## config.mk

```make
export PLATFORM = sky130hd
export DESIGN_NAME = plru
export DESIGN_NICKNAME = d
export VERILOG_FILES = /design/src/hdl/cache_types.sv /design/src/hdl/plru.sv /design/src/hdl/ff_array_rw.sv
export SDC_FILE = /design/constraint.sdc
export NUM_CORES = 1
export LEC_CHECK = 0
export ABC_AREA = 1
export BUFFER_PORTS_ARGS = -buffer_cell sky130_fd_sc_hd__buf_4
export CAP_MARGIN = 20
export CORE_MARGIN = 10
export CORE_UTILIZATION = 50
export DETAILED_ROUTE_END_ITERATION = 16
export PLACE_DENSITY = 0.68
export SETUP_SLACK_MARGIN = 0.5
export SLEW_MARGIN = 20
export SYNTH_ARGS = -nofsm -noshare
export SYNTH_HDL_FRONTEND = slang
export SYNTH_SLANG_ARGS = --single-unit
export TNS_END_PERCENT = 5
```

## constraint.sdc

```tcl
create_clock -name clk -period 5.2 [get_ports clk]
set_clock_uncertainty 0.2 [all_clocks]
set_input_delay 1.56 -clock clk [delete_from_list [all_inputs] [get_ports clk]]
set_output_delay 1.56 -clock clk [all_outputs]
set_load 0.01 [all_outputs]
```

## src/hdl/cache_types.sv

```systemverilog
package cache_types;

  // Cache geometry
  localparam int WAYS      = 4;
  localparam int WAY_BITS  = $clog2(WAYS);
  localparam int SETS      = 16;
  localparam int SET_BITS  = $clog2(SETS);
  localparam int WORD_BITS = 32;

  // Word address split as {tag, set}
  localparam int ADDR_BITS = 32;
  localparam int TAG_BITS  = ADDR_BITS - SET_BITS;

  // Tree nodes, root first
  localparam int PLRU_BITS = WAYS - 1;

  typedef struct packed {
    logic                valid;
    logic [TAG_BITS-1:0] tag;
  } tag_entry_t;

  // One entry per way, way 0 in the low slice
  typedef tag_entry_t [WAYS-1:0] tag_set_t;

  typedef logic [WAYS-1:0][WORD_BITS-1:0] data_set_t;

  // Bit PLRU_BITS-1 is the root node
  typedef logic [PLRU_BITS-1:0] plru_state_t;

  typedef logic [WAYS-1:0] way_vec_t;  // One-hot or zero

endpackage
```

## src/hdl/plru.sv

```systemverilog
module plru (
  input  logic                             clk,
  input  logic                             rst_n,
  input  logic                             update,
  input  logic [cache_types::SET_BITS-1:0] set_addr,
  input  cache_types::way_vec_t            access_way,
  output cache_types::way_vec_t            evict_way
);

  cache_types::plru_state_t         plru_state;
  cache_types::plru_state_t         plru_new_state;
  logic [cache_types::WAY_BITS-1:0] access_idx;
  logic [cache_types::WAY_BITS-1:0] evict_idx;

  // One-hot encoder
  always_comb begin
    access_idx = '0;
    for (int i = 0; i < cache_types::WAYS; i++) begin
      if (access_way[i]) begin
        access_idx = i[cache_types::WAY_BITS-1:0];
      end
    end
  end

  // Walk from the root along the accessed way's path
  always_comb begin
    int unsigned node;
    logic        dir;
    plru_new_state = plru_state;  // Nodes off the path keep their bits
    node = 0;
    for (int lvl = 0; lvl < cache_types::WAY_BITS; lvl++) begin
      dir = access_idx[cache_types::WAY_BITS-1-lvl];  // 0 = lower half
      plru_new_state[cache_types::PLRU_BITS-1-node] = ~dir;  // Point away
      node = 2 * node + 1 + dir;
    end
  end

  // Follow the stored bits down to the victim leaf
  always_comb begin
    int unsigned node;
    logic        dir;
    evict_idx = '0;
    node = 0;
    for (int lvl = 0; lvl < cache_types::WAY_BITS; lvl++) begin
      dir = plru_state[cache_types::PLRU_BITS-1-node];
      evict_idx[cache_types::WAY_BITS-1-lvl] = dir;
      node = 2 * node + 1 + dir;
    end
  end

  // Leaf index to one-hot candidate
  always_comb begin
    evict_way = '0;
    evict_way[evict_idx] = 1'b1;
  end

  ff_array_rw #(
    .payload_t(cache_types::plru_state_t)
  ) plru_array (
    .clk    (clk),
    .rst_n  (rst_n),
    .we     (update),
    .set_idx(set_addr),
    .wdata  (plru_new_state),
    .rdata  (plru_state)
  );

  // A way just touched is never the next victim of its set
  a_evict_not_recent: assert property (
    @(posedge clk) disable iff (!rst_n)
    update |=> (set_addr != $past(set_addr)) || ((evict_way & $past(access_way)) == '0)
  ) else $error("PLRU candidate is the way just accessed");

  // The controller must name exactly one way on every update
  a_access_onehot: assert property (
    @(posedge clk) disable iff (!rst_n)
    update |-> $onehot(access_way)
  ) else $error("PLRU update without a single accessed way");

endmodule

```

## src/hdl/ff_array_rw.sv

```systemverilog
module ff_array_rw #(
  parameter type payload_t = logic
) (
  input  logic                             clk,
  input  logic                             rst_n,
  input  logic                             we,
  input  logic [cache_types::SET_BITS-1:0] set_idx,
  input  payload_t                         wdata,
  output payload_t                         rdata
);

  // One payload per set
  payload_t entries [cache_types::SETS];

  always_ff @(posedge clk or negedge rst_n) begin
    if (!rst_n) begin
      // Clears valid bits and tree state
      for (int i = 0; i < cache_types::SETS; i++) begin
        entries[i] <= '0;
      end
    end else if (we) begin
      entries[set_idx] <= wdata;
    end
  end

  assign rdata = entries[set_idx];  // Asynchronous read

  // Index comes straight from the processor address
  a_set_idx_known: assert property (
    @(posedge clk) disable iff (!rst_n)
    we |-> !$isunknown(set_idx)
  ) else $error("array write with unknown set index");

endmodule

```

; Yosys cells after proc, flatten, opt, wreduce, memory -nomap -nowiden
; Cells that the tools add are included.
[word_totals]
out_inout_bits = 4
wordCells = 49
register_bits = 48
[op_classes]
bitwise_logic = 3
n_reduce_logical = 3
mux = 16
n_addsub = 4
magnitude_cmp = 7
[ops]
columns = operator, n
row1 = "32-bit by 3-bit less-than comparator with 1-bit output, second input constant", 2
row2 = 48-bit bitwise mux, 1
row3 = "32-bit by 1-bit >= comparator with 1-bit output, second input constant", 1
row4 = 3-bit binary-select mux with 4-bit select, 1
row5 = 3-bit demux with 4-bit select, 1
row6 = 3-bit two-way mux, 3
row7 = "2-bit by 2-bit subtractor with 3-bit output, first input constant", 2
row8 = "5-bit >= comparator, second input constant", 1
row9 = "5-bit by 1-bit less-than comparator with 1-bit output, second input constant", 1
row10 = 4-bit inverter with 5-bit output, 1
row11 = "1-bit by 1-bit adder with 2-bit output, first input constant", 2
row12 = 1-bit demux with 2-bit select, 2
row13 = 1-bit two-way mux, 4
row14 = 2-bit two-way mux, 2
row15 = 3-bit bitwise mux, 1
row16 = 1-bit logical AND, 3
row17 = "2-bit by 3-bit less-than comparator with 1-bit output, second input constant", 1
row18 = 1-bit binary-select mux with 2-bit select, 1
row19 = "2-bit by 1-bit >= comparator with 1-bit output, second input constant", 1
row20 = 1-bit inverter, 2

; Depth between registers and ports, before layout
[logic_depth]
depth_word = 12
mapped_depth = 13
depth_no_buf = 11

; Cells and area by module
; A second synthesis with hierarchy kept.
[unflattened]
hier_cells = 338
area_unflattened_um2 = 2429.8
[modules_own_cells]
columns = mod, seq_area_each_um2, area_each_um2, cells_per_inst, instances
row1 = ff_array_rw, 1201.2, 2373.5, 324, 1
row2 = plru, 0.0, 56.3, 14, 1

; Least setup slack after synthesis
; OpenSTA, ideal clock, no wires.
[synth_timing]
path_type = input port to output port
start = in set_addr[0] in the netlist's numbering
end = out evict_way[2]
required_ns = 3.440
arrival_ns = 2.449
cell_stages = 8
setup_slack_ns = 0.991
cell_sequence = buf_2 nor2_1 nand2_1 o21ai_1 o21ai_1 nand2_1 nor2_1 nor2_1
[synth_via]
elab_chain_cells = 12
[synth_rtl]
columns = item, line
row1 = start: declaration, plru.sv:5  ; input logic [cache_types::SET_BITS-1:0] set_addr,
row2 = 4-bit inverter with 5-bit output (implied by the code) (*), ff_array_rw.sv:26  ; assign rdata = entries[set_idx];
row3 = 3-bit binary-select mux with 4-bit select (*), ff_array_rw.sv:26
row4 = 3-bit two-way mux (implied by the code) (*) (2 in a row), ff_array_rw.sv:26
row5 = 1-bit by 1-bit adder with 2-bit output, plru.sv:47  ; node = 2 * node + 1 + dir;
row6 = 2-bit by 2-bit subtractor with 3-bit output, plru.sv:45  ; dir = plru_state[cache_types::PLRU_BITS-1-node];
row7 = 1-bit binary-select mux with 2-bit select, plru.sv:45
row8 = 1-bit two-way mux (implied by the code), plru.sv:45
row9 = 2-bit by 3-bit less-than comparator with 1-bit output (implied by the code) / 2-bit by 1-bit >= comparator with 1-bit output (equally long branches), plru.sv:54  ; evict_way[evict_idx] = 1'b1;
row10 = 1-bit logical AND (implied by the code), plru.sv:54
row11 = 1-bit two-way mux (implied by the code), plru.sv:54
row12 = 1-bit demux with 2-bit select (*), plru.sv:54
row13 = end: declaration, plru.sv:7  ; output cache_types::way_vec_t evict_way
; Every way passes the cells marked *; elsewhere a longest branch is shown, timed or not. The select of a mux whose other input is x is not followed.

; Worst setup path in the final report
[layout_timing]
start = in set_addr[1] in the netlist's numbering
end = out evict_way[3]
; Same word-level chain as after synthesis.

==> flow_metrics.py <==
metrics = {
    "worst_hold_path": {
        "min_path_cells": 2,
        "worstHoldStart": "plru_array.entries[28]",
        "min_to": "plru_array.entries[28]",
        "hold_class": "flip-flop to flip-flop",
    },
    "finish": {
        "drive_above_1_share_pct": 8.79,
        "largest_reg_flops": 48,
        "final_common_cell": "nand2_1",
        "n_antenna_cell": 0,
        "stdcell_area_mm2": 0.00276,
        "area_delta_synth_final_pct": 8.46,
        "final_nets": 398,
        "top_regs": "plru_array.entries: 48 flops",
        "layout_common_cells": "nand2_1, dfrtp_1, inv_1",
        "nFillCells": 499,
        "top_register": "plru_array.entries",
    },
    "synth": {
        "synth.area.top_cells": "dfrtp_1, nand2_1, nand3_1",
        "avgSynthCellArea_um2": 6.79,
        "synth_area_mm2": 0.00254,
        "synth.largest_area_cell": "dfrtp_1",
        "ys_seq_elements": 48,
        "yosysSeqAreaShare_pct": 47.2,
        "netlist_instances": 375,
        "synth_fp_nets": 386,
        "yosys_warnings": 0,
        "ys_types": 15,
        "synth_top_cell_area_share_pct": 47.2,
    },
    "worst_setup_path": {
        "crit_path_end_kind": "output pin",
        "worst-path-max-fanout": 13,
        "ff2ff_path_depth": 10,
        "ff2ff_setup_slack_ns": 3.44,
        "worstPathRequired_ns": 3.44,
        "worstSetupStartpointType": "input pin",
        "critPathArrivalTime_ns": 2.82,
        "r2r-end": "plru_array.entries[18]",
        "r2r_start": "plru_array.entries[30]",
        "critPathKind": "input pin to output pin",
    },
    "clock_tree": {
        "ctsHoldBuffers": 0,
        "cts_tree": "yes",
        "clockBufferDepth": 2,
        "cts_buffers": 5,
        "clock-sinks": 48,
        "clk_pin_slew_ns": 0.08,
        "cts_root_buffer": "clkbuf_8",
        "clock_latency_ns": 0.30,
        "cts-htree-levels": 2,
    },
    "sta": {
        "rsz0062_at_grt": "false",
        "min_period_ns": 4.58,
        "tightest_slew_ns": 0.674,
        "maxSlewViolCount": 0,
        "setup-violations-final": 0,
        "fmax_ghz": 0.219,
        "hold_viol": 0,
        "tns_ns": 0,
        "fin_crit_sh_pct": 88.0,
        "max-slew-margin-rel_pct": 55.0,
    },
    "floorplanning": {
        "die_h_um": 91.3,
        "fp-row-count": 25,
        "core_area_mm2": 0.00482,
        "design.die.area_mm2": 0.00834,
        "dieWidth_um": 91.3,
        "pin_count": 15,
        "start_util_pct": 52.8,
    },
    "power": {
        "p_sw_w": 0.000287,
        "swShare_pct": 31.9,
        "seqPwrFrac_pct": 53.9,
        "clock_power_share_pct": 23.5,
        "irDropWorstVdd_v": 0.000168,
        "power_frac_comb_pct": 22.6,
        "p_per_area_mw_per_mm2": 326,
        "p_leak_nw": 1.51,
        "power_w": 0.000899,
        "p_int_w": 0.000612,
    },
    "global_route": {
        "antenna_found_initial": 0,
        "grt_pass1_vias": 2191,
        "grt_usage_pct": 15.2,
        "overflow": 0,
        "grt_pass1_wl_um": 10600,
        "grt_max_degree": 49,
    },
    "routing": {
        "num_vias": 2282,
        "drc_errors": 0,
        "ant_nets": 0,
        "drt-pass1-iter-count": 4,
        "first_iter_violations": 181,
        "wire_per_inst_um": 13.7,
        "vias_per_cell": 5.03,
        "wirelength_um": 6200,
    },
    "placement": {
        "gp_congestion": 0.920,
        "dpl_cell_area_mm2": 0.00267,
        "dp_hpwl_um": 4260,
        "portBuffers": 13,
    },
    "run_status": {
        "outcome": "complete, no violations",
    },
    "run": {
        "drv_cap": 0,
    },
}
-- per-layer routing --
metal | share of wire [%] | vias to the layer above | wire [µm] | track usage (%)
met5 | 0 | - | 0 | 0
met4 | 1.2 | 0 | 72 | 4.57
met3 | 3.6 | 7 | 222 | 2.06
met2 | 46 | 46 | 2840 | 23.8
met1 | 49 | 1067 | 3070 | 21.1
li1 | - | 1162 | - | -
-- what timing repair did --
action | CTS | global route
setup endpoints to repair | 0 | 4
endpoints found under the hold margin | 0 | 0
resized for setup | 0 | 4
buffers inserted | 0 | 0
-- critical path: stages --
cell     delay [ns]
buf_4          0.17
inv_2          0.16
nor2_1         0.07
inv_2          0.10
o21ai_0        0.09
o21ai_1        0.14
nand2_1        0.10
nor2_1         0.21
nor2_1         0.07
buf_4          0.14
-- cells in the mapped netlist (all sizes together) --
| cell type | instances |
|---|---|
| nand2 | 178 |
| dfrtp | 48 |
| inv | 47 |
| nand3 | 33 |
| nor2 | 32 |
| o21ai | 25 |
| buf | 7 |
| o22ai | 3 |
| clkbuf | 2 |
-- worst max path at each step --
stage                start            to  cells past startpoint
2_1_floorplan  set_addr[0]  evict_way[2]                      8
3_3_place_gp   set_addr[0]  evict_way[2]                     10
3_5_place_dp   set_addr[0]  evict_way[3]                     10
4_1_cts        set_addr[0]  evict_way[3]                     10
5_1_grt        set_addr[1]  evict_way[3]                     10
6_report       set_addr[1]  evict_way[3]                     10
-- cell type report --
cell class	instances	area (µm²)	share of cell area [%]
tap	67	83.8	3.04
sequential	48	1200	43.5
multi-input combinational	271	1110	40.1
timing repair buffer	14	109	3.94
clock buffer	6	72.6	2.63
clock inverter	1	5.00	0.181
inverter	47	181	6.57
-- power by group through the flow --
stage / Combinational (W) / Sequential [W] / Clock [W]
CTS: 0.000204 / 0.000483 / 0.000215
floorplan: 0.000150 / 0.000479 / 0
global route: 0.000237 / 0.000492 / 0.000231
global placement: 0.000199 / 0.000489 / 0
detailed placement: 0.000203 / 0.000490 / 0
finish: 0.000203 / 0.000484 / 0.000211
-- per-stage QoR --
| stage | hold WS, ns | std cells | utilization, % | worst slack [ns] |
|---|---|---|---|---|
| final | 0.289 | 454 | 57.3 | 0.624 |
| after global routing | 0.309 | 454 | 57.3 | 0.504 |
| after CTS | 0.290 | 454 | 57.1 | 0.512 |
| after detailed placement | 0.268 | 447 | 55.5 | 0.521 |
| after global placement | 0.265 | 447 | 55.5 | 0.512 |
| after floorplan | 0.249 | 375 | - | 0.991 |
-- kinds of logic (layout without fill, tap and decap cells) --
group | count (synthesis) | in the layout | share of synthesized area, %
AO/OA/AOI/OAI | 28 | 28 | 5.65
buffers and inverters | 56 | 68 | 9.29
flip-flops | 48 | 48 | 47.2
AND/OR/NAND/NOR | 243 | 243 | 37.9
Power figures use the tool's default switching activity.
