<file path="src/hdl/cache_types.sv">
package cache_types;

  // Cache geometry
  localparam int WAYS      = 4;
  localparam int WAY_BITS  = $clog2(WAYS);
  localparam int SETS      = 16;
  localparam int SET_BITS  = $clog2(SETS);
  localparam int WORD_BITS = 32;

  // Word address split as {tag, set}
  localparam int ADDR_BITS = 32;
  localparam int TAG_BITS  = ADDR_BITS - SET_BITS;

  // Tree nodes, root first
  localparam int PLRU_BITS = WAYS - 1;

  typedef struct packed {
    logic                valid;
    logic [TAG_BITS-1:0] tag;
  } tag_entry_t;

  // One entry per way, way 0 in the low slice
  typedef tag_entry_t [WAYS-1:0] tag_set_t;

  typedef logic [WAYS-1:0][WORD_BITS-1:0] data_set_t;

  // Bit PLRU_BITS-1 is the root node
  typedef logic [PLRU_BITS-1:0] plru_state_t;

  typedef logic [WAYS-1:0] way_vec_t;  // One-hot or zero

endpackage
</file>
<file path="src/hdl/ff_array_rw.sv">
module ff_array_rw #(
  parameter type payload_t = logic
) (
  input  logic                             clk,
  input  logic                             rst_n,
  input  logic                             we,
  input  logic [cache_types::SET_BITS-1:0] set_idx,
  input  payload_t                         wdata,
  output payload_t                         rdata
);

  // One payload per set
  payload_t entries [cache_types::SETS];

  always_ff @(posedge clk or negedge rst_n) begin
    if (!rst_n) begin
      // Clears valid bits and tree state
      for (int i = 0; i < cache_types::SETS; i++) begin
        entries[i] <= '0;
      end
    end else if (we) begin
      entries[set_idx] <= wdata;
    end
  end

  assign rdata = entries[set_idx];  // Asynchronous read

  // Index comes straight from the processor address
  a_set_idx_known: assert property (
    @(posedge clk) disable iff (!rst_n)
    we |-> !$isunknown(set_idx)
  ) else $error("array write with unknown set index");

endmodule

</file>
<file path="config.mk">
export PLATFORM = sky130hd
export DESIGN_NAME = ff_array_rw
export DESIGN_NICKNAME = d
export VERILOG_FILES = /design/src/hdl/cache_types.sv /design/src/hdl/ff_array_rw.sv
export SDC_FILE = /design/constraint.sdc
export NUM_CORES = 1
export LEC_CHECK = 0
export BUFFER_PORTS_ARGS = -buffer_cell sky130_fd_sc_hd__buf_2
export CAP_MARGIN = 20
export CORE_MARGIN = 3
export CORE_UTILIZATION = 59
export CTS_CLUSTER_DIAMETER = 200
export DETAILED_ROUTE_END_ITERATION = 10
export PLACE_DENSITY = 0.88
export RECOVER_POWER = 25
export SYNTH_ARGS = -nofsm -noshare
export SYNTH_HDL_FRONTEND = slang
export SYNTH_SLANG_ARGS = --single-unit
</file>
<file path="constraint.sdc">
create_clock -name clk -period 2.74 [get_ports clk]
set_clock_uncertainty 0.15 [all_clocks]
set_input_delay 0.548 -clock clk [delete_from_list [all_inputs] [get_ports clk]]
set_output_delay 0.548 -clock clk [all_outputs]
set_load 0.02 [all_outputs]
</file>
Word-level counts from Yosys, hierarchy flattened --
Index checks and enable logic that the tools add are counted.
Word-level totals: flip-flop bits (word level) 16, bits in latches 0, memory bits (writable) 0, memory bits (read-only) 0, input port bits 8, output and inout bits 1, word-level logic and storage cells 26, memories 0
Cells by class: add/sub/neg operators 0, multipliers 0, divide/modulo/power cells 0, order comparisons 2, equality and inequality tests 0, shift-type cells 0, muxes and demuxes 6, bitwise gates (word level) 1, reductions and logical operators 1
Operators with widths (count):
- $bwmux W16 | 1
- $ge A5 B5 Y1 const B | 1
- $lt A5 B1 Y1 const B | 1
- $not A4 Y5 | 1
- $bmux W1 S4 | 1
- $demux W1 S4 | 1
- $mux W1 | 3
- $logic_and A1 B1 Y1 | 1

Longest topological paths before layout --
Gate-level depths: netlist of the first run.
depth in word-level cells 6, mapped depth 4, depth with buffers taken out 3

Least setup slack after synthesis of the first run --
OpenSTA, ideal clock, no wires.
path kind input port to output port, start in set_idx[0] (netlist bit), end out rdata, arrival 1.520 ns, path slack 0.522 ns, stages 4, buffers on the path 1, cell sequence buf_6 mux4_2 a22oi_2 nand3_1
Between the ends: cells in the longest elaborated chain, start to end 4
RTL lines:
- from (decl) | line ff_array_rw.sv:7 | input logic [cache_types::SET_BITS-1:0] set_idx,
- $not A4 Y5 (not written as such) | line ff_array_rw.sv:26 | assign rdata = entries[set_idx];
- $bmux W1 S4 | line ff_array_rw.sv:26
- $mux W1 (not written as such) (2 in a row) | line ff_array_rw.sv:26
- to (decl) | line ff_array_rw.sv:9 | output payload_t rdata
Every way passes these cells. The select of a mux whose other input is x is not followed.

Final worst setup path of the first run --
Ends and elaborated chain as after synthesis.

==> summary by stage, run 1 <==
Status
The run finished with clean final reports.

Timing
Summed over all failing endpoints, the final setup total negative slack is 0 ns. Across all hold checks on the routed design, the worst slack comes to 0.179 ns. The max-slew violation count is 0. The hold violation count in the final report is 0. Subtracting the final worst setup slack from the clock period gives 2.40 ns.

The period utilization is 0.876. In this run the tightest slew margin relative to its limit is 0.441. The actual slew at the worst max-slew pin is 0.838 ns. Setup violations remaining at the end of the flow were counted as 0.

The achievable frequency is 417 MHz. Setup repair after global routing left no endpoint under its margin.

CTS
The cell at the root of the clock tree is sky130_fd_sc_hd__clkbuf_4. TritonCTS built the clock tree. In this run, CTS created clock tree buffers numbering 3. No sink is reached through more buffers than the 2 on the longest clock path. The number of buffers inserted by post-CTS setup repair is 0.

The number of hold buffers added after CTS is 0. The number of clock sinks is 16. The maximum level of the CTS H-tree is 1. The number of gates resized after cts is 0. Clock latency on the worst-skew pair, taken at its later pin, is 0.29 ns. The clock slew at the register clock pins of the worst setup and hold paths is 0.09 ns.

Finish
More flip-flops sit in one register than any other, and that register is entries. The register with the most flip-flops in the layout has 16 of them. At the end of the flow the core is filled with cells to 0.680. 0 antenna diodes ended up in the layout.

The final cell count without fillers is 92. The number of nets in the layout is 87. The largest registers in the layout are entries (16). The relative area change from synthesis to final layout is 5.84%. In the final layout, the share of cells above drive strength 1 is 0.416.

Global route
The via count of the first global-routing pass was 607. For this run, the total global-route usage over all layers was measured as 0.193. The initial antenna violation count is 0. The largest net degree at the start of global routing is 17. The total overflow left after global routing is 0. The first global-routing pass estimated 2670 um of wire.

Logic synthesis
The average instance area after synthesis is 12.1 sq um. The cell count after synthesis is 71. The commonest cells after synthesis are sky130_fd_sc_hd__dfrtp_1, sky130_fd_sc_hd__mux2_2, sky130_fd_sc_hd__nor2_1. The number of nets in the synthesized netlist is 79. The synthesis warning total is 0. The predominant post-synthesis flop cell is sky130_fd_sc_hd__dfrtp_1. By area the synthesized netlist is led by sky130_fd_sc_hd__dfrtp_1, sky130_fd_sc_hd__mux2_2, sky130_fd_sc_hd__mux4_2. The biggest area contributor in the post-synthesis netlist is sky130_fd_sc_hd__dfrtp_1.

Counting flops and latches in the post-synthesis netlist gives 16. After synthesis, the netlist uses 15 different library cells. The area share of the leading cell type in the synthesized netlist is 0.467. The netlist area before placement is 857 sq um. The synthesized design contains 0 enable-type register cells.

The async set-or-reset flop fraction in the synthesized netlist is 1.00. For this run, the register share of the synthesized area comes to 0.467.

Floorplanning
The die covers 1950 sq um. The y dimension of the die is 44.1 um. The initial utilization of the core area, before any placement, comes to 0.643. Pin placement for this block handled 9 I/O pins. The floorplan row count is 13. In this run the horizontal extent of the chip is 44.1 um. The area of the core is 1330 sq um.

Critical path
The arrival time of the worst setup path is 1.70 ns. The critical path capture point type is an output pin. The element type at the critical path start is an input pin. STA puts the critical path data required time at 2.04 ns. The maximum fanout along the worst path is 8.

The critical path in this run is classified as input pin to output pin.

Route
The first-pass detailed-route iteration total is 4. After detailed routing, the average wire length per cell comes to 16.5 um. The first-iteration detailed-routing DRC count is 10.

The total via count after detailed routing is 530. In this run the remaining antenna-violating nets after routing total 0. After detailed routing, the number of remaining DRC violations is 0. The average vias per placed instance is 5.76.

The overall routed net length is 1520 um.

Pwr
For this design the static power due to leakage is 0.377 nW. VDD sags by at most 0.355 mV. In this run the power density over the cells is 630 nW/um^2.

Placement
Once placement completed, the tool counted placed cells totaling 89. The global placer's final weighted congestion is 0.812. The half-perimeter wire length after detailed placement is 1120 um. The number of I/O port buffers is 8.

Worst hold path
The min-delay analysis places its worst path in the category input pin to asynchronous set/reset pin.

Job
The max-capacitance violation count is 0.
## path summary, 6_finish.rpt
check	slack (ns)	endpoint	start	cells after the start
worst max-delay path	0.34	rdata	set_idx[0]	5
worst max register to register	1.82	entries[6]	entries[6]	1
worst min register to register	0.37	entries[0]	entries[0]	1
max in group asynchronous	1.74	entries[13]	rst_n	1
min in group clk	0.37	entries[0]	entries[0]	1
worst min-delay path	0.18	entries[10]	rst_n	1
## area by class of cell
class	count	area (sq um)
multi-input cells	50	427
fillers	103	427
flip-flops and latches	16	400
repair buffers	8	38.8
clock buffers	3	22.5
well taps	15	18.8
## worst max-delay path, stage by stage
cell	delay, ns
sky130_fd_sc_hd__buf_2	0.20
sky130_fd_sc_hd__mux4_2	0.54
sky130_fd_sc_hd__a22oi_2	0.17
sky130_fd_sc_hd__nand3_1	0.09
sky130_fd_sc_hd__buf_2	0.16
## layout by cell type (no fill, tap or decap), drive strengths merged
cell     n
mux2    16
dfrtp   16
nor2    10
buf      7
nand2    5
mux4     4
nand3    4
clkbuf   4
nor3     3
nor2b    2
nand3b   2
nand2b   2
a22oi    1
nor3b    1
## power breakdown
part / total, mW / leakage, nW / switching, mW / internal (mW)
clock: 0.121 / 0.0138 / 0.0698 / 0.0511
sequential: 0.319 / 0.196 / 0.0285 / 0.291
combinational: 0.131 / 0.167 / 0.0524 / 0.0786
total: 0.571 / 0.377 / 0.151 / 0.420
## routing by layer
metal,track usage,vias to the layer above,share of wire,routed length [um]
li1,-,263,-,-
met4,0.127,0,0.018,28
met1,0.253,256,0.47,707
met5,0,-,0,0
met2,0.299,7,0.49,750
met3,0.0244,4,0.020,31
## cell families after synthesis
family / count (synthesis) / share of synthesized area
simple gates: 29 / 0.168
mux: 20 / 0.315
buf+inv: 5 / 0.0350
compound gates: 1 / 0.0146
flops: 16 / 0.467
## stage by stage
step | setup slack [ns] | total power [mW] | instance area, sq um
floorplan | 0.522 | 0.420 | 857
global placement | 0.376 | 0.449 | 886
detailed placement | 0.332 | 0.458 | 886
CTS | 0.337 | 0.580 | 908
global route | 0.265 | 0.602 | 907
finish | 0.340 | 0.571 | 907
(Power assumes the default switching activity.)
==> run 2: changes to the inputs <==
--- a/config.mk
+++ b/config.mk
@@ -5,12 +5,13 @@
 export SDC_FILE = /design/constraint.sdc
 export NUM_CORES = 1
 export LEC_CHECK = 0
-export BUFFER_PORTS_ARGS = -buffer_cell sky130_fd_sc_hd__buf_2
+export BUFFER_PORTS_ARGS = -buffer_cell sky130_fd_sc_hd__clkbuf_2
 export CAP_MARGIN = 20
 export CORE_MARGIN = 3
 export CORE_UTILIZATION = 59
 export CTS_CLUSTER_DIAMETER = 200
 export DETAILED_ROUTE_END_ITERATION = 10
+export MAX_ROUTING_LAYER = met4
 export PLACE_DENSITY = 0.88
 export RECOVER_POWER = 25
 export SYNTH_ARGS = -nofsm -noshare
==> run 2 against run 1 <==
Clock-buffer cell count is 1 higher. Hold slack better by 0.0023 ns. Fmax grew 0.59%. Critical path type unchanged. Final area up 1.5%. Clock power rose by 29%. Via count grew 8.3%. Die area stayed put. Utilization is 1.0 points higher.
==> summary by stage, run 2 (synthesis results as in run 1) <==
Route
The average vias per placed instance was 6.17 (was 5.76). The overall routed net length is 1480 um (was 1520 um). The number of nets with antenna violations after routing was 0 (unchanged). The total via count after detailed routing came to 574 (was 530). The first-iteration detailed-routing DRC count was 11 (was 10). The average wire per cell in the routed design is 15.9 um (was 16.5 um).

The first-pass detailed-route iteration total is 4 (unchanged). The DRC violations left was 0 (unchanged).

Finish
The number of nets in the layout was 87 (unchanged). The number of diodes is 0 (unchanged). Leading cell types in the layout, fill and taps excluded: sky130_fd_sc_hd__mux2_2, sky130_fd_sc_hd__dfrtp_1, sky130_fd_sc_hd__nor2_1 (unchanged). The fill cell instance count of the final layout came to 108 (was 103). The register name with the most flops is entries (unchanged). Largest registers: entries (16) (unchanged). The flip-flop count of the largest register, all copies and words added is 16 (unchanged). The fraction of final layout cells sized beyond drive strength 1 is 0.423 (was 0.416). The relative area change from synthesis to final layout is 7.45% (was 5.84%).

Worst hold path
The type of the tightest min-delay check is input pin to asynchronous set/reset pin (unchanged).

Floorplanning
The area of the core is 1330 sq um (unchanged). The effective utilization at floorplan is 0.643 (unchanged). The area enclosed by the die boundary came to 1950 sq um (unchanged).

The y dimension of the die came to 44.1 um (unchanged). The floorplan row count came to 13 (unchanged). The number of top-level pins is 9 (unchanged).

The floorplan die width is 44.1 um (unchanged).

Timing
The achievable frequency was 419 MHz (was 417 MHz). The actual slew at the worst max-slew pin is 0.855 ns (was 0.838 ns). The time the final worst path needs with I/O delays and setup is 2.39 ns (was 2.40 ns). The number of setup violations in the final report came to 0 (unchanged).

The period utilization was 0.871 (was 0.876). The total negative setup slack is 0 ns (unchanged). The max-slew violation count was 0 (unchanged). The hold violation count in the final report is 0 (unchanged).

The worst max-slew margin expressed relative to the limit was 0.430 (was 0.441). The worst hold slack is 0.181 ns (was 0.179 ns). Unrepaired setup endpoints after global routing: no (unchanged).

Pwr
The portion of total power attributed to sequential cells came to 0.528 (was 0.559). The maximum vdd drop was 0.406 mV (was 0.355 mV). The clock group share of total power is 0.258 (was 0.212).

The cell area power density came to 657 nW/um^2 (was 630 nW/um^2). The share of power burned in combinational logic is 0.214 (was 0.229). The leakage power of the design was 0.385 nW (was 0.377 nW).

The proportion of total power due to net switching is 0.256 (was 0.264). The net switching power is 0.155 mW (was 0.151 mW). The internal power is 0.450 mW (was 0.420 mW).

Global route
The overflow left after global routing came to 0 (unchanged). The wire length of the first global-routing pass came to 2650 um (was 2670 um). The total global-route track usage came to 0.192 (was 0.193). The largest net degree at the start of global routing came to 17 (unchanged). The via count of the first global-routing pass came to 594 (was 607).

The initial antenna violation count was 0 (unchanged).

Placement
The half-perimeter wire length after detailed placement is 1100 um (was 1120 um). The global placer's final weighted congestion is 0.783 (was 0.812). The number of I/O port buffers is 8 (unchanged).

CTS
The number of hold buffers added after CTS came to 0 (unchanged). The number of buffers inserted by post-CTS setup repair was 0 (unchanged). The maximum level of the CTS H-tree was 1 (unchanged). The cell at the root of the clock tree is sky130_fd_sc_hd__clkbuf_4 (unchanged). The number of clock sinks is 16 (unchanged). The clock latency on the worst-skew pair is 0.29 ns (about the same). The number of gates resized after cts is 0 (unchanged).

The number of CTS-inserted buffers is 3 (unchanged). The clock tree from TritonCTS was yes (unchanged). The clock slew at the register clock pins of the worst setup and hold paths is 0.09 ns (about the same). The maximum number of buffers from clock root to sink is 2 (unchanged).

Critical path
The element type at the critical path start is an input pin (unchanged). The critical path capture point type is an output pin (unchanged). The path type of the worst setup path is input pin to output pin (unchanged). The maximum fanout along the worst path is 8 (unchanged). The required time reported for the critical path endpoint is 2.04 ns (about the same).

The arrival time of the worst setup path is 1.69 ns (was 1.70 ns).

Status
Status: completed (unchanged).

Job
The max-capacitance violation count came to 0 (unchanged).
## run 2: area by class of cell
| cell class | count | area [sq um] | area share |
|---|---|---|---|
| timing repair buffer | 8 | 38.8 | 0.0421 |
| tap | 15 | 18.8 | 0.0204 |
| multi-input combinational | 50 | 427 | 0.463 |
| sequential | 16 | 400 | 0.435 |
| clock buffer | 4 | 36.3 | 0.0394 |
## run 2: metrics by stage
step	setup slack (ns)	util	instance area [sq um]	cells	total power, mW
2_1_floorplan	0.522	-	857	71	0.420
3_3_place_gp	0.358	0.664	886	89	0.449
3_5_place_dp	0.340	0.664	886	89	0.457
4_1_cts	0.343	0.691	922	93	0.612
5_1_grt	0.257	0.690	921	93	0.638
6_report	0.354	0.690	921	93	0.605
## run 2: power by group through the flow
stage	clock network [mW]	registers [mW]	logic [mW]
final	0.156	0.319	0.130
after global routing	0.168	0.326	0.143
after CTS	0.160	0.320	0.132
after detailed placement	0	0.325	0.132
after global placement	0	0.323	0.126
after floorplan	0	0.312	0.108
## run 2: critical path, cell delays in order
cell	delay [ns]
sky130_fd_sc_hd__clkbuf_2	0.21
sky130_fd_sc_hd__mux4_2	0.54
sky130_fd_sc_hd__a22oi_2	0.16
sky130_fd_sc_hd__nand3_1	0.08
sky130_fd_sc_hd__clkbuf_2	0.15
## run 2: worst paths after layout
kind / slack (ns) / end / cells after the start / from
worst max-delay path: 0.35 / rdata / 5 / set_idx[0]
worst min-delay path: 0.18 / entries[15] / 1 / rst_n
worst max register to register: 1.82 / entries[8] / 1 / entries[8]
worst min register to register: 0.37 / entries[10] / 1 / entries[10]
max in group asynchronous: 1.73 / entries[6] / 1 / rst_n
min in group clk: 0.37 / entries[10] / 1 / entries[10]
## run 2: layer usage
metal,track usage,vias to the layer above,wire length [um]
met5,-,-,0
li1,-,268,-
met1,0.233,293,630
met3,0.0325,3,61
met4,0.102,0,23
met2,0.305,10,762
