<file path="config.mk">
export PLATFORM = sky130hd
export DESIGN_NAME = cache_ctrl
export DESIGN_NICKNAME = d
export VERILOG_FILES = /design/src/hdl/cache_types.sv /design/src/hdl/cache_ctrl.sv
export SDC_FILE = /design/constraint.sdc
export NUM_CORES = 1
export LEC_CHECK = 0
export ABC_AREA = 1
export BUFFER_PORTS_ARGS = -buffer_cell sky130_fd_sc_hd__buf_4
export CAP_MARGIN = 0
export CORE_AREA = 2 2 285 287
export DETAILED_ROUTE_END_ITERATION = 12
export DIE_AREA = 0 0 287 289
export PLACE_DENSITY = 0.3
export SYNTH_ARGS = -nofsm -noshare
export SYNTH_HDL_FRONTEND = slang
export SYNTH_SLANG_ARGS = --single-unit
</file>
<file path="constraint.sdc">
create_clock -name clk -period 3.15 [get_ports clk]
set_input_delay 0.63 -clock clk [delete_from_list [all_inputs] [get_ports clk]]
set_output_delay 0.63 -clock clk [all_outputs]
set_load 0.03 [all_outputs]
</file>
<file path="src/hdl/cache_types.sv">
package cache_types;

  // Cache geometry
  localparam int WAYS      = 4;
  localparam int WAY_BITS  = $clog2(WAYS);
  localparam int SETS      = 16;
  localparam int SET_BITS  = $clog2(SETS);
  localparam int WORD_BITS = 32;

  // Word address split as {tag, set}
  localparam int ADDR_BITS = 32;
  localparam int TAG_BITS  = ADDR_BITS - SET_BITS;

  // Tree nodes, root first
  localparam int PLRU_BITS = WAYS - 1;

  typedef struct packed {
    logic                valid;
    logic [TAG_BITS-1:0] tag;
  } tag_entry_t;

  // One entry per way, way 0 in the low slice
  typedef tag_entry_t [WAYS-1:0] tag_set_t;

  typedef logic [WAYS-1:0][WORD_BITS-1:0] data_set_t;

  // Bit PLRU_BITS-1 is the root node
  typedef logic [PLRU_BITS-1:0] plru_state_t;

  typedef logic [WAYS-1:0] way_vec_t;  // One-hot or zero

endpackage
</file>
<file path="src/hdl/cache_ctrl.sv">
module cache_ctrl (
  input  logic                              clk,
  input  logic                              rst_n,
  // Processor side
  input  logic                              cpu_cyc,
  input  logic                              cpu_stb,
  input  logic                              cpu_we,
  input  logic [cache_types::ADDR_BITS-1:0] cpu_adr,
  input  logic [cache_types::WORD_BITS-1:0] cpu_dat_w,
  output logic [cache_types::WORD_BITS-1:0] cpu_dat_r,
  output logic                              cpu_ack,
  // Memory side
  output logic                              mem_cyc,
  output logic                              mem_stb,
  output logic                              mem_we,
  output logic [cache_types::ADDR_BITS-1:0] mem_adr,
  output logic [cache_types::WORD_BITS-1:0] mem_dat_w,
  input  logic [cache_types::WORD_BITS-1:0] mem_dat_r,
  input  logic                              mem_ack,
  // Lookup and replacement
  input  logic                              hit,
  input  cache_types::way_vec_t             hit_way,
  input  logic [cache_types::WORD_BITS-1:0] hit_data,
  input  cache_types::way_vec_t             free_way,
  input  cache_types::way_vec_t             evict_way,
  input  cache_types::tag_set_t             tag_set,
  input  cache_types::data_set_t            data_set,
  // Array writes
  output logic                              tag_we,
  output cache_types::tag_set_t             tag_wdata,
  output logic                              data_we,
  output cache_types::data_set_t            data_wdata,
  output logic                              plru_update,
  output cache_types::way_vec_t             plru_way
);

  typedef enum logic [1:0] {
    ST_IDLE,
    ST_MEM,
    ST_RESP
  } state_t;

  state_t                            state;
  state_t                            state_nxt;
  logic                              req_hit;    // Write hit seen at request time
  cache_types::way_vec_t             req_way;    // Hit way or fill way
  logic [cache_types::WORD_BITS-1:0] rdata_q;

  logic                              cpu_req;
  logic                              new_req;
  logic                              mem_done;
  cache_types::way_vec_t             fill_way;
  cache_types::tag_entry_t           new_entry;

  assign cpu_req  = cpu_cyc && cpu_stb;
  assign new_req  = (state == ST_IDLE) && cpu_req;
  assign mem_done = (state == ST_MEM) && mem_ack;
  assign fill_way = (free_way != '0) ? free_way : evict_way;  // Invalid ways first

  // Master holds its request, so the memory cycle reuses it as is
  assign mem_cyc   = (state == ST_MEM);
  assign mem_stb   = (state == ST_MEM);
  assign mem_we    = (state == ST_MEM) && cpu_we;
  assign mem_adr   = cpu_adr;
  assign mem_dat_w = cpu_dat_w;

  assign cpu_ack   = (state == ST_RESP);
  assign cpu_dat_r = rdata_q;

  always_comb begin
    state_nxt = state;
    case (state)
      ST_IDLE: begin
        if (cpu_req) begin
          state_nxt = (!cpu_we && hit) ? ST_RESP : ST_MEM;
        end
      end
      ST_MEM: begin
        if (mem_ack) begin
          state_nxt = ST_RESP;
        end
      end
      ST_RESP: state_nxt = ST_IDLE;  // Ack lasts one cycle
      default: state_nxt = ST_IDLE;
    endcase
  end

  always_ff @(posedge clk or negedge rst_n) begin
    if (!rst_n) begin
      state   <= ST_IDLE;
      req_hit <= 1'b0;
      req_way <= '0;
    end else begin
      state <= state_nxt;
      if (new_req) begin
        req_hit <= hit;
        req_way <= cpu_we ? hit_way : fill_way;
      end
    end
  end

  // Returned word, from the set on a hit or from the bus on a fill
  always_ff @(posedge clk) begin
    if (new_req && !cpu_we) begin
      rdata_q <= hit_data;
    end else if (mem_done && !cpu_we) begin
      rdata_q <= mem_dat_r;
    end
  end

  assign new_entry = {1'b1, cpu_adr[cache_types::ADDR_BITS-1:cache_types::SET_BITS]};

  // New sets differ from the current ones in the latched way only
  always_comb begin
    tag_we      = 1'b0;
    data_we     = 1'b0;
    plru_update = 1'b0;
    plru_way    = req_way;
    tag_wdata   = tag_set;
    data_wdata  = data_set;
    for (int i = 0; i < cache_types::WAYS; i++) begin
      if (req_way[i]) begin
        tag_wdata[i]  = new_entry;
        data_wdata[i] = cpu_we ? cpu_dat_w : mem_dat_r;
      end
    end
    if (new_req && !cpu_we && hit) begin
      plru_update = 1'b1;  // Read hit
      plru_way    = hit_way;
    end else if (mem_done && !cpu_we) begin
      tag_we      = 1'b1;  // Fill
      data_we     = 1'b1;
      plru_update = 1'b1;
    end else if (mem_done && req_hit) begin
      data_we     = 1'b1;  // Write hit patch
      plru_update = 1'b1;
    end
  end

  // Relies on the processor holding its request through the memory cycle
  a_mem_stable: assert property (
    @(posedge clk) disable iff (!rst_n)
    mem_stb && !mem_ack |=> $stable({mem_cyc, mem_stb, mem_we, mem_adr, mem_dat_w})
  ) else $error("memory request changed before ack");

endmodule

</file>
Yosys cells after proc, flatten, opt, wreduce, memory -nomap -nowiden:

Index checks and enable logic that the tools add are counted.

* register bits: 39
* input bits: 391
* word-level logic and storage cells: 46

* equal/unequal tests: 4
* muxes and demuxes: 24
* reductions and logical operators: 14

Operators by type and width (number)
* $mux W32: 7
* $mux W29: 4
* $mux W4: 3
* $logic_and A1 B1 Y1: 9
* $mux W1: 6
* $mux W2: 3
* $pmux W2 S2: 1
* $reduce_bool A4 Y1: 1
* $eq A2 B1 Y1 const B: 1
* $eq A2 B2 Y1 const B: 1
* $logic_not A2 Y1: 1
* $ne A2 B1 Y1 const B: 1
* $ne A2 B2 Y1 const B: 1
* $reduce_and A2 Y1: 1
* $reduce_bool A2 Y1: 1
* $logic_not A1 Y1: 1

Logic depth before layout (Yosys ltp):

Gate-level depths: netlist (run 1).

* depth after elaboration: 6
* mapped depth: 7
* mapped depth without buffers: 6

Least setup slack after synthesis (run 1):

No wires, ideal clock.

* path type: register -> register
* start point: reg state[1]
* end point: reg rdata_q, in the netlist cpu_dat_r[0], enable pin
* library setup time: 0.432 ns
* data arrival time: 2.758 ns
* required time: 2.718 ns
* setup slack: -0.040 ns
* stages on the path, launching flop included: 4
* buffers on the path: 0
* cells stage by stage: dfrtp_1 nor2_1 nand2_1 a21oi_1

* longest elaborated chain between the ends: 4
* elaborated cells between the ends (all ways): 7
* those cells by class: eq/ne: 1; reduce/logical: 6

Ends and longest elaborated chain
* from (decl): RTL line cache_ctrl.sv:43 `state_t state;`
* from (signal assigned): RTL line cache_ctrl.sv:94 `state <= state_nxt;`
* $eq A2 B1 Y1
* via mem_cyc: RTL line cache_ctrl.sv:13 `output logic mem_cyc,`
* $logic_and A1 B1 Y1: RTL line cache_ctrl.sv:57 `assign mem_done = (state == ST_MEM) && mem_ack;`
* $logic_and A1 B1 Y1: RTL line cache_ctrl.sv:106 `end else if (mem_done && !cpu_we) begin`
* $reduce_bool A2 Y1 (no source line)
* to (signal assigned): RTL line cache_ctrl.sv:105 `rdata_q <= hit_data;`
* to (signal assigned): RTL line cache_ctrl.sv:107 `rdata_q <= mem_dat_r;`
* to (decl): RTL line cache_ctrl.sv:47 `logic [cache_types::WORD_BITS-1:0] rdata_q;`

The timed path passes the listed nets, and every way through them passes these cells.
A chain may end at the register's enable or synchronous reset.

==> results.tsv, run 1 <==
stage	metric	value	unit
status	outcome	finished clean	
clock_tree	cts_root_buf	clkbuf_16	
logic_synthesis	synthArstFlopShare	17.9	%
flow_run	maxCapViolations	0	
hold_path	hold_path_class	in2async	
cells_and_area	final_layout_size_suffix_gt1_share	52.5	%
sta	achievable-frequency	0.386	GHz
power_and_ir_drop	p_per_area	547	mW/mm^2
drt	remaining_drc_errors	0	
drt	ant_nets	0	
logic_synthesis	synth.largest_area_cell	nand2_1	
global_routing	grt_pass1_vias	8968	
worst_setup_path	timing.rr.start	state[1]	
power_and_ir_drop	swShare	58.6	%
clock_tree	tritoncts	yes	
logic_synthesis	synth_cell_types	21	
clock_tree	clk_path_buf_depth	2	
global_routing	antenna_found_initial	2	
logic_synthesis	netlist_area	0.00562	sq mm
global_routing	grt_overflow	0	
floorplanning	die_h	289	um
global_routing	grt_max_degree	55	
floorplanning	die_area	0.0829	sq mm
global_routing	use_met3	2.54	%
drt	finalWirelength	47.2	mm
logic_synthesis	ys_seq_elements	39	
global_routing	busiest_layer	met2	
logic_synthesis	syn-instance-count	1005	
logic_synthesis	synthTopCellsByArea	nand2_1 (39%), edfxtp_1 (17%), buf_4 (10%)	
sta	drv_slew	0	
sta	worst_pin_slew	637	ps
drt	num_vias	8878	
cells_and_area	antenna_cells	0	
clock_tree	cts-htree-levels	2	
cells_and_area	fin_util	15.1	%
power_and_ir_drop	total_power	6.58	mW
worst_setup_path	criticalPathCategory	in2out	
logic_synthesis	seq_area_frac_synth	20.2	%
global_routing	grt_pass1_wl	64.0	mm
logic_synthesis	ys_dominant_reg_cell	edfxtp_1	
logic_synthesis	synth_nets	1396	
worst_setup_path	arrival	1960	ps
sta	rsz0062_at_grt	false	
worst_setup_path	cp-end-kind	output pin	
drt	routed_via_density	3.29	
sta	finalHoldWorstSlack	127	ps
drt	drt_first_iter_violations	362	
drt	dr.pass1.iters	4	
logic_synthesis	synth_top_area_share	39.4	%
clock_tree	clk_pin_slew	70	ps
power_and_ir_drop	power_frac_comb	81.6	%
logic_synthesis	yosysWarnings	0	
sta	min_period	2590	ps
sta	hold_viol_final	0	
logic_synthesis	synth_edf_count	32	
sta	finalSetupViolations	0	
sta	skew	5.73	ps
logic_synthesis	synth_most_common_cell	nand2_1	
global_routing	met1_usage	12.4	%
power_and_ir_drop	clockPowerShare	8.7	%
clock_tree	ctsResizeCount	0	
placement	placed_cells	2689	
floorplanning	core	0.0799	sq mm
global_routing	met2_usage	19.8	%
cells_and_area	final_cells	2697	
floorplanning	start_util	7.04	%
clock_tree	clk_latency	320	ps
worst_setup_path	start_kind	input pin	
placement	hpwl	39.6	mm
placement	port_buffers	733	
power_and_ir_drop	intPower	2.73	mW
cells_and_area	areaGrowthSynthToFinish	114	%
cells_and_area	nets	2027	
power_and_ir_drop	leakagePower	6.29	nW
power_and_ir_drop	pwr-share-seq	9.7	%
logic_synthesis	synthTopCellsByCount	nand2_1 (591), o21ai_0 (109), buf_4 (75)	
logic_synthesis	synth.avg_cell_area	5.60	sq um
sta	period_share	82.2	%
clock_tree	clock_sinks	39	
floorplanning	rows	104	
global_routing	grt_use_total	10.6	%
worst_setup_path	critPathLaunch	cpu_we	
drt	wl_per_cell	17.5	um
worst_setup_path	required	2520	ps
sta	slew_headroom	57.4	%
sta	finalSetupTns	0	ps
placement	gp_congestion	0.833	
power_and_ir_drop	p_switching	3.86	mW
worst_setup_path	cp_max_fo	27	
floorplanning	die_x	287	um
clock_tree	cts-buffers-inserted	5	
floorplanning	design.portCount	742	
power_and_ir_drop	ir_drop	0.174	mV
clock_tree	post-cts-setup-buffers	0	
clock_tree	cts_hold_buf	0	
[cells in the final DEF (no fill, tap or decap)]
| cell | instances |
|---|---|
| a21oi_4 | 1 |
| inv_1 | 3 |
| o21ai_0 | 109 |
| inv_2 | 3 |
| inv_4 | 4 |
| buf_4 | 750 |
| nand2_2 | 1 |
| o21ai_2 | 46 |
| or2_2 | 36 |
| edfxtp_1 | 32 |
| o21ai_4 | 2 |
| o22ai_1 | 1 |
| clkinvlp_4 | 2 |
| o21ai_1 | 5 |
| dfrtp_1 | 7 |
| buf_12 | 6 |
| nand3_1 | 8 |
| inv_6 | 1 |
| clkbuf_16 | 5 |
| nor2_1 | 21 |
| nor2_4 | 3 |
| nand2_1 | 591 |
[sequential cells by signal (all words and copies together) (netlist names)]
register and flops:
req_hit 1, cpu_dat_r 32, state 2, req_way 4
[cell families after synthesis]
| logic type | share of synthesized area, % |
|---|---|
| buffers and inverters | 15.4 |
| DFF | 20.2 |
| AOI/OAI and AO/OA | 18.1 |
| and+or+nand+nor | 46.3 |
[worst max-delay path, cell delays in order]
cell     delay (ps)
buf_4           200
inv_2           110
buf_12          230
o21ai_2         100
o21ai_0         420
buf_4           260
[power by group through the flow]
stage,Combinational [mW],Sequential [mW],Clock [mW]
final,5.37,0.637,0.574
after global routing,5.74,0.642,0.639
after CTS,5.48,0.639,0.617
after detailed placement,5.46,0.650,0
after global placement,5.49,0.650,0
after floorplan,3.03,0.692,0
[cell type report]
type                            count  area (sq um)
Tap cell                         1060          1330
Multi-Input combinational cell    824          3630
Clock buffer                        5           125
Timing Repair Buffer              756          5750
Fill cell                        9366         67900
Clock inverter                      3          23.8
Inverter                           10          47.5
Sequential cell                    39          1140
[through the flow]
step	setup WS, ps	area [sq um]
2_1_floorplan	569	5630
3_3_place_gp	586	11900
4_1_cts	524	12000
5_1_grt	448	12000
6_report	559	12000
3_5_place_dp	550	11900
[worst paths after layout]
path                            slack, ps        endpoint  cells after the start
worst max-delay path                  560  data_wdata[40]                      6
worst min-delay path                  130      req_way[2]                      1
worst max register to register       1300    cpu_dat_r[2]                      6
worst min register to register        510         req_hit                      2
max in group asynchronous            2890        state[0]                      1
min in group clk                      510         req_hit                      2
[routing by layer]
| metal | share of wire (%) | up-vias | wire, um |
|---|---|---|---|
| met3 | 6.5 | 16 | 3060 |
| met5 | 0.028 | - | 13 |
| met2 | 52 | 391 | 24800 |
| li1 | - | 4346 | - |
| met4 | 0.91 | 2 | 428 |
| met1 | 40 | 4123 | 18900 |
(Power assumes the default switching activity.)
==> inputs of run 2 (changes only) <==
--- a/config.mk
+++ b/config.mk
@@ -5,12 +5,12 @@
 export SDC_FILE = /design/constraint.sdc
 export NUM_CORES = 1
 export LEC_CHECK = 0
-export ABC_AREA = 1
+export ABC_AREA = 0
 export BUFFER_PORTS_ARGS = -buffer_cell sky130_fd_sc_hd__buf_4
 export CAP_MARGIN = 0
-export CORE_AREA = 2 2 285 287
+export CORE_AREA = 2 2 290 292
 export DETAILED_ROUTE_END_ITERATION = 12
-export DIE_AREA = 0 0 287 289
+export DIE_AREA = 0 0 292 294
 export PLACE_DENSITY = 0.3
 export SYNTH_ARGS = -nofsm -noshare
 export SYNTH_HDL_FRONTEND = slang
==> constraint.sdc (replaced) <==
create_clock -name clk -period 2.2 [get_ports clk]
set_input_delay 0.44 -clock clk [delete_from_list [all_inputs] [get_ports clk]]
set_output_delay 0.44 -clock clk [all_outputs]
set_load 0.03 [all_outputs]
==> run 2 against run 1 <==
  * Clock power rose by 64%
  * Global-route usage is 0.80 points lower
  * Sequential cell count unchanged
  * Hold slack better by 210 ps
  * Synthesized cell count is 37% lower
  * Non-clock buffer count rose by 31
  * Count of clock-buffer cells in the layout unchanged
  * Sequential share of layout area is 0.15 points lower
  * Wire length shrank 3.4%
  * Sequential power increased by 51%
  * Setup slack lost 500 ps
  * Power increased by 44%
  * Largest cell class unchanged
==> results.tsv, run 2 <==
stage	metric	value	unit	change
hold_path	hold_path_class	in2reg		
floorplanning	core	0.0829	sq mm	+3.7%
cells_and_area	final_layout_size_suffix_gt1_share	73.1	%	+21 points
worst_setup_path	critPathLaunch	req_way[1]		
drt	wl_per_cell	19.0	um	+8.8%
sta	min_period	2140	ps	
drt	drt_first_iter_violations	242		-33%
clock_tree	clk_pin_slew	70	ps	about the same
global_routing	grt_max_degree	54		-1.8%
flow_run	maxCapViolations	0		unchanged
cells_and_area	largest_reg_flops	32		unchanged
sta	hold_viol_final	0		unchanged
logic_synthesis	synth_top_family_by_area	multiplexers		
sta	achievable-frequency	0.468	GHz	
worst_setup_path	reg2reg_slack	220	ps	-1080 ps
global_routing	antenna_found_initial	4		+2
logic_synthesis	ys_dominant_reg_cell	edfxtp_1		
global_routing	grt_overflow	0		unchanged
logic_synthesis	synthTopCellsByCount	nor2_1 (130), a21oi_1 (129), mux2_2 (119)		
global_routing	grt_pass1_wl	59.5	mm	-7.0%
clock_tree	cts_root_buf	clkbuf_16		
drt	ant_nets	0		unchanged
cells_and_area	final_cells	2395		-11%
logic_synthesis	synth_nets	1025		-27%
cells_and_area	layout.cells.most_common	buf_4		
cells_and_area	fin_area	0.0124	sq mm	+2.9%
power_and_ir_drop	ir_drop	0.277	mV	+59%
logic_synthesis	syn-instance-count	634		-37%
logic_synthesis	synthSimpleGateAreaFrac	12.7	%	-34 points
sta	slew_headroom	67.8	%	+10 points
worst_setup_path	cp_max_fo	24		-11%
logic_synthesis	synth.avg_cell_area	8.57	sq um	+53%
power_and_ir_drop	p_per_area	765	mW/mm^2	+40%
sta	finalHoldWorstSlack	339	ps	+212 ps
cells_and_area	n_fill_cell	9486		+1.3%
drt	remaining_drc_errors	0		unchanged
sta	finalSetupTns	0	ps	unchanged
logic_synthesis	ys_seq_elements	39		unchanged
logic_synthesis	netlist_area	0.00543	sq mm	-3.4%
worst_setup_path	start_kind	flip-flop		
logic_synthesis	yosysWarnings	0		unchanged
clock_tree	clock_sinks	39		unchanged
cells_and_area	areaGrowthSynthToFinish	128	%	
worst_setup_path	criticalPathCategory	reg2out		
logic_synthesis	synth_cell_types	24		+14%
global_routing	grt_pass1_vias	7877		-12%
floorplanning	die_h	294	um	+1.7%
clock_tree	cts-buffers-inserted	5		unchanged
worst_setup_path	cp-endpoint	data_wdata[47]		
placement	place_ws	110	ps	-440 ps
worst_setup_path	timing.rr.start	state[1]		
placement	hpwl	38.8	mm	-2.1%
clock_tree	cts-htree-levels	2		unchanged
placement	port_buffers	733		unchanged
logic_synthesis	seq_area_frac_synth	20.9	%	+0.71 points
power_and_ir_drop	total_power	9.48	mW	+44%
logic_synthesis	synth.largest_area_cell	mux2_2		
sta	skew	4.06	ps	-1.66 ps
logic_synthesis	synth_most_common_cell	nor2_1		
worst_setup_path	reg2reg_depth	5		-1
cells_and_area	nets	1701		-16%
worst_setup_path	arrival	1700	ps	-260 ps
logic_synthesis	synth-compound-area-share	13.0	%	-5.1 points
logic_synthesis	synth_edf_count	32		unchanged
worst_setup_path	r2r_end	cpu_dat_r[28]		
sta	setup_slack	61.7	ps	-498 ps
floorplanning	start_util	6.55	%	-0.49 points
hold_path	min_from	mem_ack		
power_and_ir_drop	leakagePower	5.75	nW	-8.5%
sta	rsz0062_at_grt	false		
placement	placed_cell_area	0.0121	sq mm	+1.4%
cells_and_area	final_cell_mix	buf_4 (765), nor2_1 (129), a21oi_1 (127)		
status	outcome	finished clean		
worst_setup_path	cp-end-kind	output pin		
drt	routed_via_density	3.12		-5.1%
logic_synthesis	synthArstFlopShare	17.9	%	unchanged
clock_tree	clk_path_buf_depth	2		unchanged
placement	gp_congestion	0.858		+3.0%
sta	finalSetupViolations	0		unchanged
drt	finalWirelength	45.6	mm	-3.4%
sta	drv_slew	0		unchanged
logic_synthesis	synth-adder-area-share	0	%	unchanged
logic_synthesis	synth-xor-area-share	0	%	unchanged
sta	period_share	97.2	%	
logic_synthesis	synth_top_area_share	24.7	%	-15 points
global_routing	grt_use_total	9.80	%	-0.80 points
cells_and_area	fin_util	15.0	%	-0.12 points
placement	placed_cells	2375		-12%
floorplanning	die_x	292	um	+1.7%
clock_tree	clk_latency	320	ps	about the same
floorplanning	design.portCount	742		unchanged
clock_tree	tritoncts	yes		
worst_setup_path	required	1760	ps	-760 ps
floorplanning	rows	106		+1.9%
logic_synthesis	muxShareOfSynthArea	38.9	%	+39 points
logic_synthesis	synthTopCellsByArea	mux2_2 (25%), edfxtp_1 (18%), a21oi_1 (12%)		
floorplanning	die_area	0.0858	sq mm	+3.5%
drt	num_vias	7482		-16%
drt	dr.pass1.iters	4		unchanged
sta	worst_pin_slew	470	ps	-167 ps
[run 2: cell count changes after synthesis, sizes merged, moves of 9 or more]
cell | previous run | this run
nand2 | 592 | 6
o21ai | 162 | 5
mux2 | 0 | 149
a21oi | 1 | 129
nor2 | 24 | 131
mux2i | 0 | 32
or2 | 36 | 4
buf | 106 | 93
inv | 10 | 1
[run 2: worst max-delay path, stage by stage (launching register included)]
cell and delay [ps]:
dfrtp_4 500, buf_12 210, buf_12 200, nor2_1 70, a21oi_1 160, buf_4 190
[run 2: cell families (layout without fill, tap and decap cells)]
logic type	after synthesis	after routing
muxes	181	181
and+or+nand+nor	156	156
AOI/OAI and AO/OA	139	139
buffers and inverters	119	796
DFF	39	39
other	0	4
[run 2: per-layer routing]
metal | global-route usage (%) | wire length [um] | part of all wire (%) | up-vias
li1 | - | - | - | 3533
met1 | 10.5 | 16800 | 37 | 3455
met2 | 18.0 | 23400 | 51 | 446
met3 | 3.01 | 4090 | 9.0 | 46
met4 | 3.51 | 1290 | 2.8 | 2
met5 | 0 | 13 | 0.029 | -
[run 2: worst min-delay path by stage]
| stage | end | slack (ps) | cells after the start |
|---|---|---|---|
| 2_1_floorplan | req_hit | 140 | 0 |
| 3_3_place_gp | state[1] | 270 | 1 |
| 3_5_place_dp | state[0] | 270 | 1 |
| 4_1_cts | state[0] | 300 | 2 |
| 5_1_grt | state[0] | 320 | 2 |
| 6_report | state[0] | 340 | 2 |
[run 2: area by class of cell]
class / count / area [sq um] / area share [%]
diodes: 4 / 10.0 / 0.0808
clock buffers: 5 / 125 / 1.01
clock inverters: 3 / 43.8 / 0.353
inverters: 1 / 3.75 / 0.0303
multi-input cells: 476 / 3530 / 28.5
flip-flops and latches: 39 / 1150 / 9.29
well taps: 1080 / 1350 / 10.9
repair buffers: 787 / 6180 / 49.9
[run 2: repair_timing]
| action | CTS | global route |
|---|---|---|
| gates cloned | 1 | 1 |
| buffers inserted | 3 | 2 |
| endpoints found under the hold margin | 7 | 0 |
| setup endpoints to repair | 9 | 10 |
| pin swaps | 1 | 0 |
| hold buffers | 1 | 0 |
| gates resized for setup | 2 | 6 |
[run 2: power breakdown]
part / leakage, nW / internal (mW) / switching, mW
registers: 0.376 / 0.888 / 0.0745
clock network: 0.0838 / 0.538 / 0.403
logic: 5.29 / 3.05 / 4.53
